===== src/common/motor_regs_pkg.sv =====
// Shared widths, register map and field positions of the motor controller registers
// Every RTL file refers to these as motor_regs_pkg::name

package motor_regs_pkg;

    localparam int ADDR_W  = 6;    // Host address bus
    localparam int DATA_W  = 8;    // Register width
    localparam int ANGLE_W = 12;
    localparam int PWM_W   = 5;
    localparam int TEMP_W  = 6;

    // Broadcast addresses, 0x00 is reserved
    localparam logic [ADDR_W-1:0] ADDR_BCAST_ALL   = 6'h01;
    localparam logic [ADDR_W-1:0] ADDR_BCAST_ROT   = 6'h02;
    localparam logic [ADDR_W-1:0] ADDR_BCAST_DRIVE = 6'h03;

    // Drive channels from 0x04, two words each
    localparam logic [ADDR_W-1:0] DRIVE_BASE   = 6'h04;
    localparam int                DRIVE_STRIDE = 2;
    // Rotation channels from 0x10, four words each
    localparam logic [ADDR_W-1:0] ROT_BASE     = 6'h10;
    localparam int                ROT_STRIDE   = 4;

    // Word index inside one channel
    localparam logic [1:0] DRIVE_REG_CONTROL = 2'd0;
    localparam logic [1:0] DRIVE_REG_STATUS  = 2'd1;
    localparam logic [1:0] ROT_REG_CONTROL   = 2'd0;
    localparam logic [1:0] ROT_REG_TARGET    = 2'd1;
    localparam logic [1:0] ROT_REG_CURRENT   = 2'd2;
    localparam logic [1:0] ROT_REG_CMD       = 2'd3;

    // Control byte bits common to both banks
    localparam int BIT_BRAKE     = 7;
    localparam int BIT_ENABLE    = 6;
    localparam int BIT_DIRECTION = 5;

    // Channel index width, at least one bit
    function automatic int idx_w(int n);
        return (n > 1) ? $clog2(n) : 1;
    endfunction

    // Angle command word as the host writes it
    typedef struct packed {
        logic       unused_hi;
        logic       snapshot;    // Capture current angle
        logic       update;      // Start move to target
        logic       abort;       // Stop the move
        logic [3:0] unused_lo;
    } angle_cmd_wr_s;

    // Same word as the host reads it back
    typedef struct packed {
        logic       angle_done;
        logic [2:0] zero;
        logic [3:0] snap_hi;     // Snapshot bits 11:8
    } angle_status_rd_s;

    typedef union packed {
        angle_cmd_wr_s    wr;
        angle_status_rd_s rd;
    } angle_cmd_u;

endpackage


===== src/common/bank_bus_if.sv =====
// Decoded write and read selection from the address decoder to one register bank
// Decoder side drives selection, bank side returns read data

`timescale 1ns/10ps

interface bank_bus_if #(
    parameter int CHANNELS = 4
) ();

    localparam int CH_W = motor_regs_pkg::idx_w(CHANNELS);

    logic [CHANNELS-1:0]                 wr_mask;  // One bit per written channel
    logic [1:0]                          wr_idx;   // Word within channel
    logic [motor_regs_pkg::DATA_W-1:0]   wr_data;
    logic [CH_W-1:0]                     rd_ch;
    logic [1:0]                          rd_idx;
    logic [motor_regs_pkg::DATA_W-1:0]   rd_data;  // Combinational from bank

    modport decoder (
        output wr_mask, wr_idx, wr_data, rd_ch, rd_idx,
        input  rd_data
    );

    modport bank (
        input  wr_mask, wr_idx, wr_data, rd_ch, rd_idx,
        output rd_data
    );

endinterface


===== src/drive/drive_bank.sv =====
// Drive motor registers, one control and one status word per channel
// Control drives brake, enable, direction and PWM, status samples the motor every clock

`timescale 1ns/10ps

module drive_bank #(
    parameter int N_DRIVE = 4
) (
    input  logic                                           clock,
    input  logic                                           arst_n,
    bank_bus_if.bank                                       bus,
    input  logic [N_DRIVE-1:0]                             fault,
    input  logic [N_DRIVE-1:0]                             startup_fail,
    input  logic [N_DRIVE-1:0][motor_regs_pkg::TEMP_W-1:0] adc_temp,
    output logic [N_DRIVE-1:0]                             brake,
    output logic [N_DRIVE-1:0]                             enable,
    output logic [N_DRIVE-1:0]                             direction,
    output logic [N_DRIVE-1:0][motor_regs_pkg::PWM_W-1:0]  pwm
);

    logic [N_DRIVE-1:0][motor_regs_pkg::DATA_W-1:0] ctrl;    // Host written
    logic [N_DRIVE-1:0][motor_regs_pkg::DATA_W-1:0] status;  // {fault, startup_fail, temp}

    always_ff @(posedge clock or negedge arst_n) begin
        if (!arst_n) begin
            ctrl <= '0;
        end else begin
            for (int i = 0; i < N_DRIVE; i++) begin
                // Status word is read only, writes to it drop
                if (bus.wr_mask[i] && bus.wr_idx == motor_regs_pkg::DRIVE_REG_CONTROL)
                    ctrl[i] <= bus.wr_data;
            end
        end
    end

    always_ff @(posedge clock) begin
        for (int i = 0; i < N_DRIVE; i++)
            status[i] <= {fault[i], startup_fail[i], adc_temp[i]};
    end

    for (genvar i = 0; i < N_DRIVE; i++) begin : g_out
        assign brake[i]     = ctrl[i][motor_regs_pkg::BIT_BRAKE];
        assign enable[i]    = ctrl[i][motor_regs_pkg::BIT_ENABLE];
        assign direction[i] = ctrl[i][motor_regs_pkg::BIT_DIRECTION];
        assign pwm[i]       = ctrl[i][motor_regs_pkg::PWM_W-1:0];  // Duty in low bits
    end

    always_comb begin
        bus.rd_data = '0;
        if (int'(bus.rd_ch) < N_DRIVE) begin  // Guard for non power of two counts
            case (bus.rd_idx)
                motor_regs_pkg::DRIVE_REG_CONTROL: bus.rd_data = ctrl[bus.rd_ch];
                motor_regs_pkg::DRIVE_REG_STATUS:  bus.rd_data = status[bus.rd_ch];
                default:                           bus.rd_data = '0;
            endcase
        end
    end

endmodule


===== src/rotation/rotation_bank.sv =====
// Swerve rotation motor registers, four words per channel
// Holds control and target angle, fires update and abort pulses, snapshots the angle

`timescale 1ns/10ps

module rotation_bank #(
    parameter int N_ROTATION = 4
) (
    input  logic                                               clock,
    input  logic                                               arst_n,
    bank_bus_if.bank                                           bus,
    input  logic [N_ROTATION-1:0][motor_regs_pkg::ANGLE_W-1:0] current_angle,
    input  logic [N_ROTATION-1:0]                              angle_done,
    output logic [N_ROTATION-1:0]                              rot_brake,
    output logic [N_ROTATION-1:0]                              rot_enable,
    output logic [N_ROTATION-1:0]                              rot_direction,
    output logic [N_ROTATION-1:0][motor_regs_pkg::ANGLE_W-1:0] target_angle,
    output logic [N_ROTATION-1:0]                              update_angle,
    output logic [N_ROTATION-1:0]                              abort_angle
);

    localparam int HI_W = motor_regs_pkg::ANGLE_W - motor_regs_pkg::DATA_W;  // Angle high bits

    logic [N_ROTATION-1:0][motor_regs_pkg::DATA_W-1:0]  ctrl;    // Low nibble is angle 11:8
    logic [N_ROTATION-1:0][motor_regs_pkg::DATA_W-1:0]  target;  // Angle 7:0
    logic [N_ROTATION-1:0][motor_regs_pkg::ANGLE_W-1:0] snap;
    logic [N_ROTATION-1:0]                              done_q;
    logic [N_ROTATION-1:0]                              cmd_hit;  // CMD word written this cycle
    motor_regs_pkg::angle_cmd_u                         cmd_wr;
    motor_regs_pkg::angle_cmd_u                         cmd_rd;

    assign cmd_wr = bus.wr_data;

    always_comb begin
        for (int i = 0; i < N_ROTATION; i++)
            cmd_hit[i] = bus.wr_mask[i] && bus.wr_idx == motor_regs_pkg::ROT_REG_CMD;
    end

    always_ff @(posedge clock or negedge arst_n) begin
        if (!arst_n) begin
            ctrl         <= '0;
            target       <= '0;
            snap         <= '0;
            update_angle <= '0;
            abort_angle  <= '0;
        end else begin
            for (int i = 0; i < N_ROTATION; i++) begin
                if (bus.wr_mask[i] && bus.wr_idx == motor_regs_pkg::ROT_REG_CONTROL)
                    ctrl[i] <= bus.wr_data;
                if (bus.wr_mask[i] && bus.wr_idx == motor_regs_pkg::ROT_REG_TARGET)
                    target[i] <= bus.wr_data;
                // Frozen copy so both halves read back consistent
                if (cmd_hit[i] && cmd_wr.wr.snapshot)
                    snap[i] <= current_angle[i];
                // Pulses last exactly one cycle
                update_angle[i] <= cmd_hit[i] && cmd_wr.wr.update;
                abort_angle[i]  <= cmd_hit[i] && cmd_wr.wr.abort;
            end
        end
    end

    always_ff @(posedge clock) begin
        done_q <= angle_done;
    end

    for (genvar i = 0; i < N_ROTATION; i++) begin : g_out
        assign rot_brake[i]     = ctrl[i][motor_regs_pkg::BIT_BRAKE];
        assign rot_enable[i]    = ctrl[i][motor_regs_pkg::BIT_ENABLE];
        assign rot_direction[i] = ctrl[i][motor_regs_pkg::BIT_DIRECTION];
        assign target_angle[i]  = {ctrl[i][HI_W-1:0], target[i]};
    end

    always_comb begin
        cmd_rd      = '0;
        bus.rd_data = '0;
        if (int'(bus.rd_ch) < N_ROTATION) begin
            cmd_rd.rd.angle_done = done_q[bus.rd_ch];
            cmd_rd.rd.zero       = '0;
            cmd_rd.rd.snap_hi    = snap[bus.rd_ch][motor_regs_pkg::ANGLE_W-1:motor_regs_pkg::DATA_W];
            case (bus.rd_idx)
                motor_regs_pkg::ROT_REG_CONTROL: bus.rd_data = ctrl[bus.rd_ch];
                motor_regs_pkg::ROT_REG_TARGET:  bus.rd_data = target[bus.rd_ch];
                motor_regs_pkg::ROT_REG_CURRENT: begin
                    bus.rd_data = snap[bus.rd_ch][motor_regs_pkg::DATA_W-1:0];  // Low byte
                end
                default:                         bus.rd_data = cmd_rd;
            endcase
        end
    end

    // Each pulse needs a CMD write to that channel alone at the previous edge
    a_update_after_cmd: assert property (@(posedge clock) disable iff (!arst_n)
        $onehot0(update_angle) && (update_angle & ~$past(cmd_hit)) == '0);
    a_abort_after_cmd: assert property (@(posedge clock) disable iff (!arst_n)
        $onehot0(abort_angle) && (abort_angle & ~$past(cmd_hit)) == '0);

endmodule


===== src/rtl/motor_reg_top.sv =====
// Register file of the motor controller, host bus on one side, motor signals on the other
// Channel counts set here and passed down to decoder and banks

`timescale 1ns/10ps

module motor_reg_top #(
    parameter int N_DRIVE    = 4,  // Up to 6
    parameter int N_ROTATION = 4   // Up to 12
) (
    input  logic                                 clock,
    input  logic                                 arst_n,
    input  logic [motor_regs_pkg::ADDR_W-1:0]    address,
    input  logic                                 write_en,
    input  logic [motor_regs_pkg::DATA_W-1:0]    wr_data,
    input  logic                                 read_en,
    output logic [motor_regs_pkg::DATA_W-1:0]    rd_data,

    // Drive motors
    input  logic [N_DRIVE-1:0]                             fault,
    input  logic [N_DRIVE-1:0]                             startup_fail,
    input  logic [N_DRIVE-1:0][motor_regs_pkg::TEMP_W-1:0] adc_temp,
    output logic [N_DRIVE-1:0]                             brake,
    output logic [N_DRIVE-1:0]                             enable,
    output logic [N_DRIVE-1:0]                             direction,
    output logic [N_DRIVE-1:0][motor_regs_pkg::PWM_W-1:0]  pwm,

    // Swerve rotation motors
    output logic [N_ROTATION-1:0]                              rot_brake,
    output logic [N_ROTATION-1:0]                              rot_enable,
    output logic [N_ROTATION-1:0]                              rot_direction,
    output logic [N_ROTATION-1:0][motor_regs_pkg::ANGLE_W-1:0] target_angle,
    output logic [N_ROTATION-1:0]                              update_angle,
    output logic [N_ROTATION-1:0]                              abort_angle,
    input  logic [N_ROTATION-1:0][motor_regs_pkg::ANGLE_W-1:0] current_angle,
    input  logic [N_ROTATION-1:0]                              angle_done
);

    bank_bus_if #(.CHANNELS(N_DRIVE))    drive_bus ();
    bank_bus_if #(.CHANNELS(N_ROTATION)) rot_bus ();

    reg_decoder #(.N_DRIVE(N_DRIVE), .N_ROTATION(N_ROTATION)) i_reg_decoder (
        .clock     (clock),
        .arst_n    (arst_n),
        .address   (address),
        .write_en  (write_en),
        .wr_data   (wr_data),
        .read_en   (read_en),
        .rd_data   (rd_data),
        .drive_bus (drive_bus.decoder),
        .rot_bus   (rot_bus.decoder)
    );

    drive_bank #(.N_DRIVE(N_DRIVE)) i_drive_bank (
        .clock        (clock),
        .arst_n       (arst_n),
        .bus          (drive_bus.bank),
        .fault        (fault),
        .startup_fail (startup_fail),
        .adc_temp     (adc_temp),
        .brake        (brake),
        .enable       (enable),
        .direction    (direction),
        .pwm          (pwm)
    );

    rotation_bank #(.N_ROTATION(N_ROTATION)) i_rotation_bank (
        .clock         (clock),
        .arst_n        (arst_n),
        .bus           (rot_bus.bank),
        .current_angle (current_angle),
        .angle_done    (angle_done),
        .rot_brake     (rot_brake),
        .rot_enable    (rot_enable),
        .rot_direction (rot_direction),
        .target_angle  (target_angle),
        .update_angle  (update_angle),
        .abort_angle   (abort_angle)
    );

endmodule


===== src/rtl/reg_decoder.sv =====
// Address decoder of the register file, turns host strobes into per bank selections
// Expands broadcasts and registers read data on read_en

`timescale 1ns/10ps

module reg_decoder #(
    parameter int N_DRIVE    = 4,
    parameter int N_ROTATION = 4
) (
    input  logic                              clock,
    input  logic                              arst_n,
    input  logic [motor_regs_pkg::ADDR_W-1:0] address,
    input  logic                              write_en,
    input  logic [motor_regs_pkg::DATA_W-1:0] wr_data,
    input  logic                              read_en,
    output logic [motor_regs_pkg::DATA_W-1:0] rd_data,
    bank_bus_if.decoder                       drive_bus,
    bank_bus_if.decoder                       rot_bus
);

    localparam int D_CH_W = motor_regs_pkg::idx_w(N_DRIVE);
    localparam int R_CH_W = motor_regs_pkg::idx_w(N_ROTATION);
    // One past the last address of each bank, may reach 64
    localparam int DRIVE_END = int'(motor_regs_pkg::DRIVE_BASE)
                               + motor_regs_pkg::DRIVE_STRIDE * N_DRIVE;
    localparam int ROT_END   = int'(motor_regs_pkg::ROT_BASE)
                               + motor_regs_pkg::ROT_STRIDE * N_ROTATION;

    logic [motor_regs_pkg::ADDR_W-1:0] drive_off, rot_off;  // Offset into bank
    logic                              drive_hit, rot_hit;
    logic                              bcast_drive, bcast_rot;
    logic [D_CH_W-1:0]                 drive_ch;
    logic [R_CH_W-1:0]                 rot_ch;
    logic [1:0]                        drive_idx, rot_idx;

    always_comb begin
        drive_off   = address - motor_regs_pkg::DRIVE_BASE;
        rot_off     = address - motor_regs_pkg::ROT_BASE;
        drive_hit   = address >= motor_regs_pkg::DRIVE_BASE && int'(address) < DRIVE_END;
        rot_hit     = address >= motor_regs_pkg::ROT_BASE && int'(address) < ROT_END;
        bcast_drive = address == motor_regs_pkg::ADDR_BCAST_ALL
                      || address == motor_regs_pkg::ADDR_BCAST_DRIVE;
        bcast_rot   = address == motor_regs_pkg::ADDR_BCAST_ALL
                      || address == motor_regs_pkg::ADDR_BCAST_ROT;
        drive_ch    = D_CH_W'(drive_off / motor_regs_pkg::DRIVE_STRIDE);
        drive_idx   = 2'(drive_off % motor_regs_pkg::DRIVE_STRIDE);
        rot_ch      = R_CH_W'(rot_off / motor_regs_pkg::ROT_STRIDE);
        rot_idx     = 2'(rot_off % motor_regs_pkg::ROT_STRIDE);
    end

    // Write selection, broadcasts hit every channel of the bank
    always_comb begin
        for (int i = 0; i < N_DRIVE; i++) begin
            drive_bus.wr_mask[i] = write_en && (bcast_drive || (drive_hit && int'(drive_ch) == i));
        end
        for (int i = 0; i < N_ROTATION; i++) begin
            rot_bus.wr_mask[i] = write_en && (bcast_rot || (rot_hit && int'(rot_ch) == i));
        end
        drive_bus.wr_idx  = bcast_drive ? motor_regs_pkg::DRIVE_REG_CONTROL : drive_idx;
        rot_bus.wr_idx    = bcast_rot ? motor_regs_pkg::ROT_REG_CONTROL : rot_idx;
        drive_bus.wr_data = wr_data;
        rot_bus.wr_data   = wr_data;
    end

    // Read selection, the bank answers in the same cycle
    assign drive_bus.rd_ch  = drive_ch;
    assign drive_bus.rd_idx = drive_idx;
    assign rot_bus.rd_ch    = rot_ch;
    assign rot_bus.rd_idx   = rot_idx;

    always_ff @(posedge clock or negedge arst_n) begin
        if (!arst_n) begin
            rd_data <= '0;
        end else if (read_en) begin
            if (drive_hit)
                rd_data <= drive_bus.rd_data;
            else if (rot_hit)
                rd_data <= rot_bus.rd_data;
            else
                rd_data <= '0;  // Reserved, broadcast or unmapped
        end
    end

    // Only the global broadcast may write into both banks at once
    a_one_bank_per_write: assert property (@(posedge clock) disable iff (!arst_n)
        (|drive_bus.wr_mask && |rot_bus.wr_mask) |-> address == motor_regs_pkg::ADDR_BCAST_ALL);

endmodule


===== config.mk =====
export PLATFORM = sky130hd
export DESIGN_NAME = motor_reg_top
export DESIGN_NICKNAME = d
export VERILOG_FILES = /design/src/common/motor_regs_pkg.sv /design/src/common/bank_bus_if.sv /design/src/drive/drive_bank.sv /design/src/rotation/rotation_bank.sv /design/src/rtl/motor_reg_top.sv /design/src/rtl/reg_decoder.sv
export SDC_FILE = /design/constraint.sdc
export NUM_CORES = 1
export LEC_CHECK = 0
export BUFFER_PORTS_ARGS = -buffer_cell sky130_fd_sc_hd__clkbuf_2
export CAP_MARGIN = 20
export CELL_PAD_IN_SITES_DETAIL_PLACEMENT = 0
export CELL_PAD_IN_SITES_GLOBAL_PLACEMENT = 1
export CORE_UTILIZATION = 44
export DETAILED_ROUTE_END_ITERATION = 8
export GPL_ROUTABILITY_DRIVEN = 1
export GPL_TIMING_DRIVEN = 0
export MAX_ROUTING_LAYER = met4
export PLACE_DENSITY = 0.87
export SLEW_MARGIN = 10
export SYNTH_ARGS = -nofsm -noshare
export SYNTH_HDL_FRONTEND = slang
export SYNTH_HIERARCHICAL = 1
export SYNTH_SLANG_ARGS = --single-unit

===== constraint.sdc =====
create_clock -name clock -period 1.75 [get_ports clock]
set_input_delay 0.0875 -clock clock [delete_from_list [all_inputs] [get_ports clock]]
set_output_delay 0.0875 -clock clock [all_outputs]
set_load 0.1 [all_outputs]

* Yosys cells after proc, flatten, opt, wreduce, memory -nomap -nowiden
Index checks and enable logic that the tools add are counted. Widths: inputs -> output; s select.
Cells by class: add/subtract/negate cells 2, mux-type cells 18, order comparisons 6, reduce and logical (&&, ||, !) cells 62, eq/ne operators 13
Operators by type and width (count):
- $bmux 8 s2 | 4
- $mux 8 | 6
- $logic_and 1x1->1 | 46
- $bmux 12 s2 | 1
- $pmux 8 s3 | 1
- $pmux 8 s2 | 1
- $eq 2x2->1 const B | 6
- $eq 6x2->1 const B | 2
- $logic_not 2->1 | 6
- $mux 12 | 1
- $logic_or 1x1->1 | 10
- $eq 2x1->1 const B | 4
- $eq 6x1->1 const B | 1
- $ge 6x3->1 const B | 1
- $ge 6x5->1 const B | 1
- $lt 2x3->1 const B | 2
- $lt 6x4->1 const B | 1
- $lt 6x6->1 const B | 1
- $sub 4x1->4 const B | 1
- $sub 3x3->3 const B | 1
- $bmux 1 s2 | 1
- $mux 1 | 2
- $mux 2 | 1
Storage, ports and cells: register bits 196, output and inout port bits 108

* Depth between registers and ports, before layout
Gate-level depths: netlist (run 1).
depth after elaboration 7, mapped depth 8, mapped depth without buffers 6

* By module
Netlist (run 1), hierarchy kept.
Modules (own cells, without submodules):
- rotation_bank | cells each 364, times used 1, area each 5683.0 sq um, seq. area each 3083.0 sq um
- drive_bank | cells each 143, times used 1, area each 2396.0 sq um, seq. area each 1441.4 sq um
- reg_decoder | cells each 81, times used 1, area each 747.0 sq um, seq. area each 200.2 sq um

* Least setup slack after synthesis (run 1)
OpenSTA, ideal clock, no wires.
path type register to register, from reg i_rotation_bank.target, in the netlist i_rotation_bank/target_angle[15], to reg i_reg_decoder/rd_data[3] in the netlist's numbering, library setup time 126 ps, cell stages (with the launch flop) 5, period minus slack after synthesis 1994 ps, path slack -244 ps, arrival 1868 ps, required time 1624 ps, cell sequence dfrtp_1 -> mux4_1 -> a22oi_1 -> nand2_1 -> a221o_1
Between the ends: word-level cells in the longest chain between the ends 5
RTL lines:
- start: declaration | RTL line rotation_bank.sv:25 | logic [N_ROTATION-1:0][motor_regs_pkg::DATA_W-1:0] target;
- start signal: indexed assignment | RTL line rotation_bank.sv:51 | target[i] <= bus.wr_data;
- $bmux 8 s2 | RTL line rotation_bank.sv:82 | motor_regs_pkg::ROT_REG_TARGET: bus.rd_data = target[bus.rd_ch];
- $mux 8 (not written as such) | RTL line rotation_bank.sv:82
- $pmux 8 s3 | RTL line rotation_bank.sv:80 | case (bus.rd_idx)
- net rot_bus.rd_data, one bit | RTL line bank_bus_if.sv:17 | logic [motor_regs_pkg::DATA_W-1:0] rd_data;
- $mux 8 | RTL line reg_decoder.sv:77 | else if (rot_hit)
- $mux 8 | RTL line reg_decoder.sv:75 | if (drive_hit)
- end signal: assignment | RTL line reg_decoder.sv:76 | rd_data <= drive_bus.rd_data;
- end signal: assignment | RTL line reg_decoder.sv:78 | rd_data <= rot_bus.rd_data;
- end: declaration | RTL line reg_decoder.sv:16 | output logic [motor_regs_pkg::DATA_W-1:0] rd_data,
The timed path passes the listed nets, and every way through them passes these cells. The select of a mux whose other input is x is not followed. A chain may end at the register's enable or synchronous reset.

* Worst setup path after layout (run 1)
from in address[3] in the netlist's numbering, to reg i_rotation_bank.target, in the netlist i_rotation_bank/target_angle[5]
RTL lines:
- start: declaration | RTL line motor_reg_top.sv:12 | input logic [motor_regs_pkg::ADDR_W-1:0] address,
- $eq 6x1->1 or $eq 6x2->1 (tied branches) | RTL line reg_decoder.sv:43, reg_decoder.sv:44
- $logic_or 1x1->1 * | RTL line reg_decoder.sv:44 | || address == motor_regs_pkg::ADDR_BCAST_ROT;
- $mux 2 * | RTL line reg_decoder.sv:60 | rot_bus.wr_idx = bcast_rot ? motor_regs_pkg::ROT_REG_CONTROL : rot_idx;
- net rot_bus.wr_idx[0] | RTL line bank_bus_if.sv:13 | logic [1:0] wr_idx;
- $eq 2x1->1 * | RTL line rotation_bank.sv:50 | if (bus.wr_mask[i] && bus.wr_idx == motor_regs_pkg::ROT_REG_TARGET)
- $logic_and 1x1->1 * | RTL line rotation_bank.sv:50
The timed path passes the listed nets; every way through them passes the cells marked *.

==> results of run 1 <==
[kinds of logic after synthesis]
group                     synth area share, %
muxes                                    32.2
xor gates and xnor gates                0.199
other                                  0.0425
buffers and inverters                    6.83
AOI/OAI and AO/OA                        2.47
and+or+nand+nor                          4.71
DFF                                      53.5
[state kept, by name (all words and copies together), names as in the netlist, 8 cells and up]
register	flops
i_reg_decoder/rd_data	8
i_rotation_bank/target_angle	48
i_drive_bank/status	32
i_drive_bank/pwm	20
i_rotation_bank/snap	48
[layer usage]
metal / global-route usage (%) / part of all wire, % / up-vias
li1: - / - / 2731
met2: 41.6 / 50 / 198
met1: 31.9 / 42 / 3133
met4: 8.57 / 2.4 / 0
met3: 5.26 / 5.0 / 42
met5: - / 0 / -
[worst min-delay path by stage]
stage,from,depth (start not counted),to
2_1_floorplan,arst_n,0,i_drive_bank/brake[0]
3_3_place_gp,angle_done[1],1,i_rotation_bank/done_q[1]
3_5_place_dp,angle_done[0],1,i_rotation_bank/done_q[0]
4_1_cts,read_en,3,i_reg_decoder/rd_data[5]
5_1_grt,read_en,3,i_reg_decoder/rd_data[7]
6_report,read_en,3,i_reg_decoder/rd_data[0]
[power breakdown]
part | total, mW | internal, mW | switching [mW]
registers | 5.63 | 5.19 | 0.447
clock network | 4.12 | 2.30 | 1.82
logic | 5.51 | 1.54 | 3.98
[layout make-up]
cell class	instances	area [µm²]	area share, %
Sequential cell	196	4820	39.9
Multi-Input combinational cell	308	3660	30.3
Buffer	84	681	5.63
Clock inverter	15	193	1.59
Clock buffer	17	425	3.52
Tap cell	265	332	2.74
Inverter	1	3.75	0.0310
Timing Repair Buffer	295	1970	16.3
[worst reg2reg max path, stage by stage, from the launching register on]
cell	delay [ps]
dfrtp_1	400
mux4_2	510
a22oi_2	280
nand2_1	130
a221o_1	300
[metrics by stage]
step,setup TNS (ps),setup slack (ps),total power [mW]
floorplan,-1960,-45.2,9.97
global placement,-438160,-2900,10.9
detailed placement,-52890,-527,11.0
CTS,0,0.555,15.3
global route,-1370,-57.2,15.8
finish,-103,-22.3,15.3
[repair_timing]
action	in CTS	in global routing
hold buffers	93	0
resized for setup	3	16
hold endpoints to repair	274	0
pin swaps	1	3
endpoints found under the setup margin	2	61
[cell usage after synthesis (all sizes together), types with 8 or more instances]
library cell	instances	area [µm²]
nor2	15	63.8
dfxtp	36	721
mux2	144	1620
mux4	45	1090
nor2b	12	75.1
buf	79	581
a221o	8	80.1
and2	18	113
mux2i	13	130
nand2	19	71.3
a22oi	11	82.6
dfrtp	160	4000
==> metrics.txt, run 1 <==
post-synthesis sequential area ratio=53.5%; DRC=0; die width=144 µm; Top Ports=210; Final nets=1005; Synth Register Bits=196; Slowest cell on crit path=or4_4; Initial Util=45.1%; static leakage=5.88 nW; synth unique cells=32; biggest cell delay along the critical path=510 ps; post-CTS setup buffer count=0; Worst setup endpoint=i_rotation_bank/target_angle[5]; power per cell area=1260 nW/µm²; number of global-route vias before repair=6218; final design utilization=61.7%; R2R Path Start=i_rotation_bank/snap[44]; family with the most delay on the worst path=simple AND/OR/NAND/NOR gates; Clk pin slew, worst setup/hold paths=70 ps; first-pass GRT wire length=36600 µm; RR Endpoint=i_reg_decoder/rd_data[0]; CTS Buf Count=17; hold crit path type=in2reg; worst-path maximum fanout=10; CTS sink count=196; CTS root buf=clkbuf_16; count of max-cap constraint violations=0; Placement Cell Area=10500 µm²; Syn Area/Cell=15.0 µm²; clk_skew=16.8 ps; Iter 0 DRT Violations=295; area grow syn2layout=37.0%; largest net degree at the start of global routing=96; most common cell after layout, fill and taps aside=clkbuf_2; initial antenna violation count=0; Post-Synthesis Cells=588; run status=finished with violations; Routed WL per cell=20.7 µm; WP depth=8; final hold violation count=0; fraction of registers with async set/reset=81.6%; Die Area=20600 µm²; VDD IR max=0.000837 V; hold_ws=112 ps; cell mode on critical path=clkbuf_2; clk buf depth=2; worst setup margin=-22.3 ps; Core ar.=19600 µm²; fmax=564 MHz; final setup vio count=9; Main synth FF type=dfrtp_1; min cycle time layout=1770 ps; Slew headroom=47.8%; htree depth=4; CP Class=in2reg; Worst EP required=2070 ps; Worst-Skew Late Latency=440 ps; Rows=51; CP cell instances=clkbuf_2, buf_8, or4_4, o21a_1, nor2b_1, clkbuf_2, nand2_2, mux2_2; via count=6104; fin. max-slew vios=0; final WL=24500 µm; Mapped Area=8830 µm²; CTS tree=built; GPL Wtd Cong=0.788; Data arrival, critical path=2090 ps; most frequent cells in the layout=clkbuf_2, mux2_2, dfrtp_1; Post-Place Cells=1056; Worst R2R Path Depth=4; Filler cells=1496; CP Buf/Inv Count=3; Worst-Margin Slew=783 ps; Routed Antenna Nets=0; final worst-path cycle share=101%; CP startpoint=address[3]; crit start category=input pin; DR pass1 iterations=4; GRT Residual Overflow=0; Total GRT Usage=25.5%; proportion of layout cells with a drive suffix above 1=62.2%; reg-to-reg slack, setup=0 ps; Post-synth EDFFs=0; routed vias/inst=5.17; Finished Layout Cells=1181; RSZ-0062 raised after global routing=yes; Chip Height=144 µm; synth warn=6; Port Buf Inserts=201; HPWL Detailed=16600 µm; CP endpoint kind=flip-flop; final non-filler cell area=12100 µm²; violated checks=negative setup slack; Ant. Diodes=0
(Power assumes the default switching activity.)
==> run 2, diff against run 1 <==
--- a/config.mk
+++ b/config.mk
@@ -12,2 +12,4 @@
 export CORE_UTILIZATION = 44
+export CTS_CLUSTER_DIAMETER = 30
+export CTS_CLUSTER_SIZE = 20
 export DETAILED_ROUTE_END_ITERATION = 8
--- a/constraint.sdc
+++ b/constraint.sdc
@@ -3,2 +3,2 @@
 set_output_delay 0.0875 -clock clock [all_outputs]
-set_load 0.1 [all_outputs]
+set_load 0.02 [all_outputs]
==> run 2 against run 1 <==
Compared with the run above:
- the run now ends clean
- critical path depth is 4 lower
- cell count is 0.17% higher
- total power is 19% lower
- sequential power is 1% lower
- first-iteration DRC count is 12% lower
- combinational power is 48% lower
- flip-flop and latch count stayed put
- highest routed layer unchanged
==> metrics.txt, run 2 (synthesis gave the netlist of run 1 again) <==
via count=6013 (was 6104); number of global-route vias before repair=6222 (was 6218); area grow syn2layout=34.5% (was 37.0%); Worst-Skew Late Latency=430 ps (was 440 ps); final design utilization=60.6% (was 61.7%); final hold violation count=0 (unchanged); static leakage=5.91 nW (was 5.88 nW); Tot Pwr=12.3 mW (was 15.3 mW); CTS sink count=196 (unchanged); clk_skew=12.4 ps (was 16.8 ps); Routed WL per cell=20.3 µm (was 20.7 µm); CP endpoint kind=flip-flop (unchanged); hold path startpoint=read_en (unchanged); initial antenna violation count=1 (was 0); most frequent cells in the layout=clkbuf_2, dfrtp_1, mux2_2 (was clkbuf_2, mux2_2, dfrtp_1); Top Ports=210 (unchanged); GPL Wtd Cong=0.788 (about the same); final setup vio count=0 (was 9); CTS Buf Count=17 (unchanged); htree depth=4 (unchanged); Filler cells=1567 (was 1496); Rows=51 (unchanged); Port Buf Inserts=201 (unchanged); VDD IR max=0.000596 V (was 0.000837 V); CTS tree=built (unchanged); fmax=582 MHz (was 564 MHz); HPWL Detailed=16200 µm (was 16600 µm); power per cell area=1040 nW/µm² (was 1260 nW/µm²); Core ar.=19600 µm² (unchanged); TNS Setup=0 ps (was -103 ps); worst-path maximum fanout=2 (was 10); largest net degree at the start of global routing=95 (was 96); Chip Height=144 µm (unchanged); crit start category=flip-flop (was input pin); first-pass GRT wire length=35500 µm (was 36600 µm); Hold Path Sink=i_reg_decoder/rd_data[2] (was i_reg_decoder/rd_data[0]); Placement Setup Slack=-534 ps (was -527 ps); Slew headroom=49.9% (was 47.8%); final WL=24100 µm (was 24500 µm); R2R Path Start=i_rotation_bank/snap[32] (was i_rotation_bank/snap[44]); hold_ws=125 ps (was 112 ps); Total GRT Usage=24.7% (was 25.5%); routed vias/inst=5.08 (was 5.17); most common cell after layout, fill and taps aside=clkbuf_2 (unchanged); Iter 0 DRT Violations=259 (was 295); Initial Util=45.1% (unchanged); Worst EP required=2060 ps (was 2070 ps); reg-to-reg slack, setup=30 ps (was 0 ps); die width=144 µm (unchanged); DRC=0 (unchanged); RR Endpoint=i_reg_decoder/rd_data[0] (unchanged); clk buf depth=2 (unchanged); CP Class=reg2reg (was in2reg); min cycle time layout=1720 ps (was 1770 ps); Post-Place Cells=1056 (unchanged); Final nets=1006 (was 1005); final worst-path cycle share=98.1% (was 101%); GRT Residual Overflow=0 (unchanged); run status=finished, final reports clean (was finished with violations); CP startpoint=i_rotation_bank/snap[32] (was address[3]); Finished Layout Cells=1183 (was 1181); Routed Antenna Nets=0 (unchanged); CTS root buf=clkbuf_16 (unchanged); Placement Cell Area=10300 µm² (was 10500 µm²); fin. max-slew vios=0 (unchanged); Die Area=20600 µm² (unchanged); hold depth=3 (unchanged); count of max-cap constraint violations=0 (unchanged); Data arrival, critical path=2030 ps (was 2090 ps); proportion of layout cells with a drive suffix above 1=55.8% (was 62.2%); Worst R2R Path Depth=4 (unchanged); final non-filler cell area=11900 µm² (was 12100 µm²); hold crit path type=in2reg (unchanged); Worst-Margin Slew=748 ps (was 783 ps); worst setup margin=32.9 ps (was -22.3 ps); DR pass1 iterations=4 (unchanged); Clk pin slew, worst setup/hold paths=80 ps (was 70 ps)
[run 2: cell types whose count changed in the layout (fill, tap and decap cells not counted), moves of 4 or more]
| cell | before | now |
|---|---|---|
| dfrtp_4 | 8 | 0 |
| mux2_2 | 112 | 143 |
| buf_6 | 8 | 12 |
| buf_8 | 4 | 0 |
| dfrtp_1 | 96 | 160 |
| mux2_4 | 32 | 1 |
| clkinv_4 | 0 | 4 |
| clkinv_8 | 0 | 4 |
| dfrtp_2 | 56 | 0 |
[run 2: worst max-delay path by stage]
stage	end	slack (ps)
after CTS	i_reg_decoder/rd_data[4]	2
after global routing	i_reg_decoder/rd_data[2]	-10
final	i_reg_decoder/rd_data[0]	30
after floorplan	i_rotation_bank/target_angle[0]	-30
after global placement	i_rotation_bank/target_angle[33]	-2280
after detailed placement	i_reg_decoder/rd_data[7]	-530
[run 2: what timing repair did]
item                                   CTS  global route
buffers inserted                         1             0
endpoints found under the hold margin  246             0
hold buffers                            93             0
pin swaps                                1             2
gates resized for setup                  7            15
setup endpoints to repair                6            37
gates cloned                             0             0
[run 2: layout make-up]
type / count / area (µm²) / share of cell area (%)
Sequential cell: 196 / 4720 / 39.8
Multi-Input combinational cell: 308 / 3560 / 30.0
Timing Repair Buffer: 296 / 1980 / 16.7
Buffer: 84 / 672 / 5.66
Clock buffer: 18 / 429 / 3.61
Tap cell: 265 / 332 / 2.79
Clock inverter: 14 / 165 / 1.39
Inverter: 1 / 3.75 / 0.0316
Antenna cell: 1 / 2.50 / 0.0211
[run 2: worst max-delay path, stage by stage, from the launching register on]
cell and delay (ps):
dfrtp_1 400, mux4_2 500, a22oi_2 260, nand2_2 110
a221o_1 320
[run 2: power breakdown]
group | internal, mW | switching (mW)
clock | 1.93 | 1.96
combinational | 1.47 | 1.38
sequential | 5.12 | 0.431
total | 8.53 | 3.77
[run 2: per-layer routing]
metal	GRT usage [%]	share of wire [%]
met1	32.3	45
met2	39.1	48
met3	4.23	4.6
met4	7.89	1.5
met5	-	0
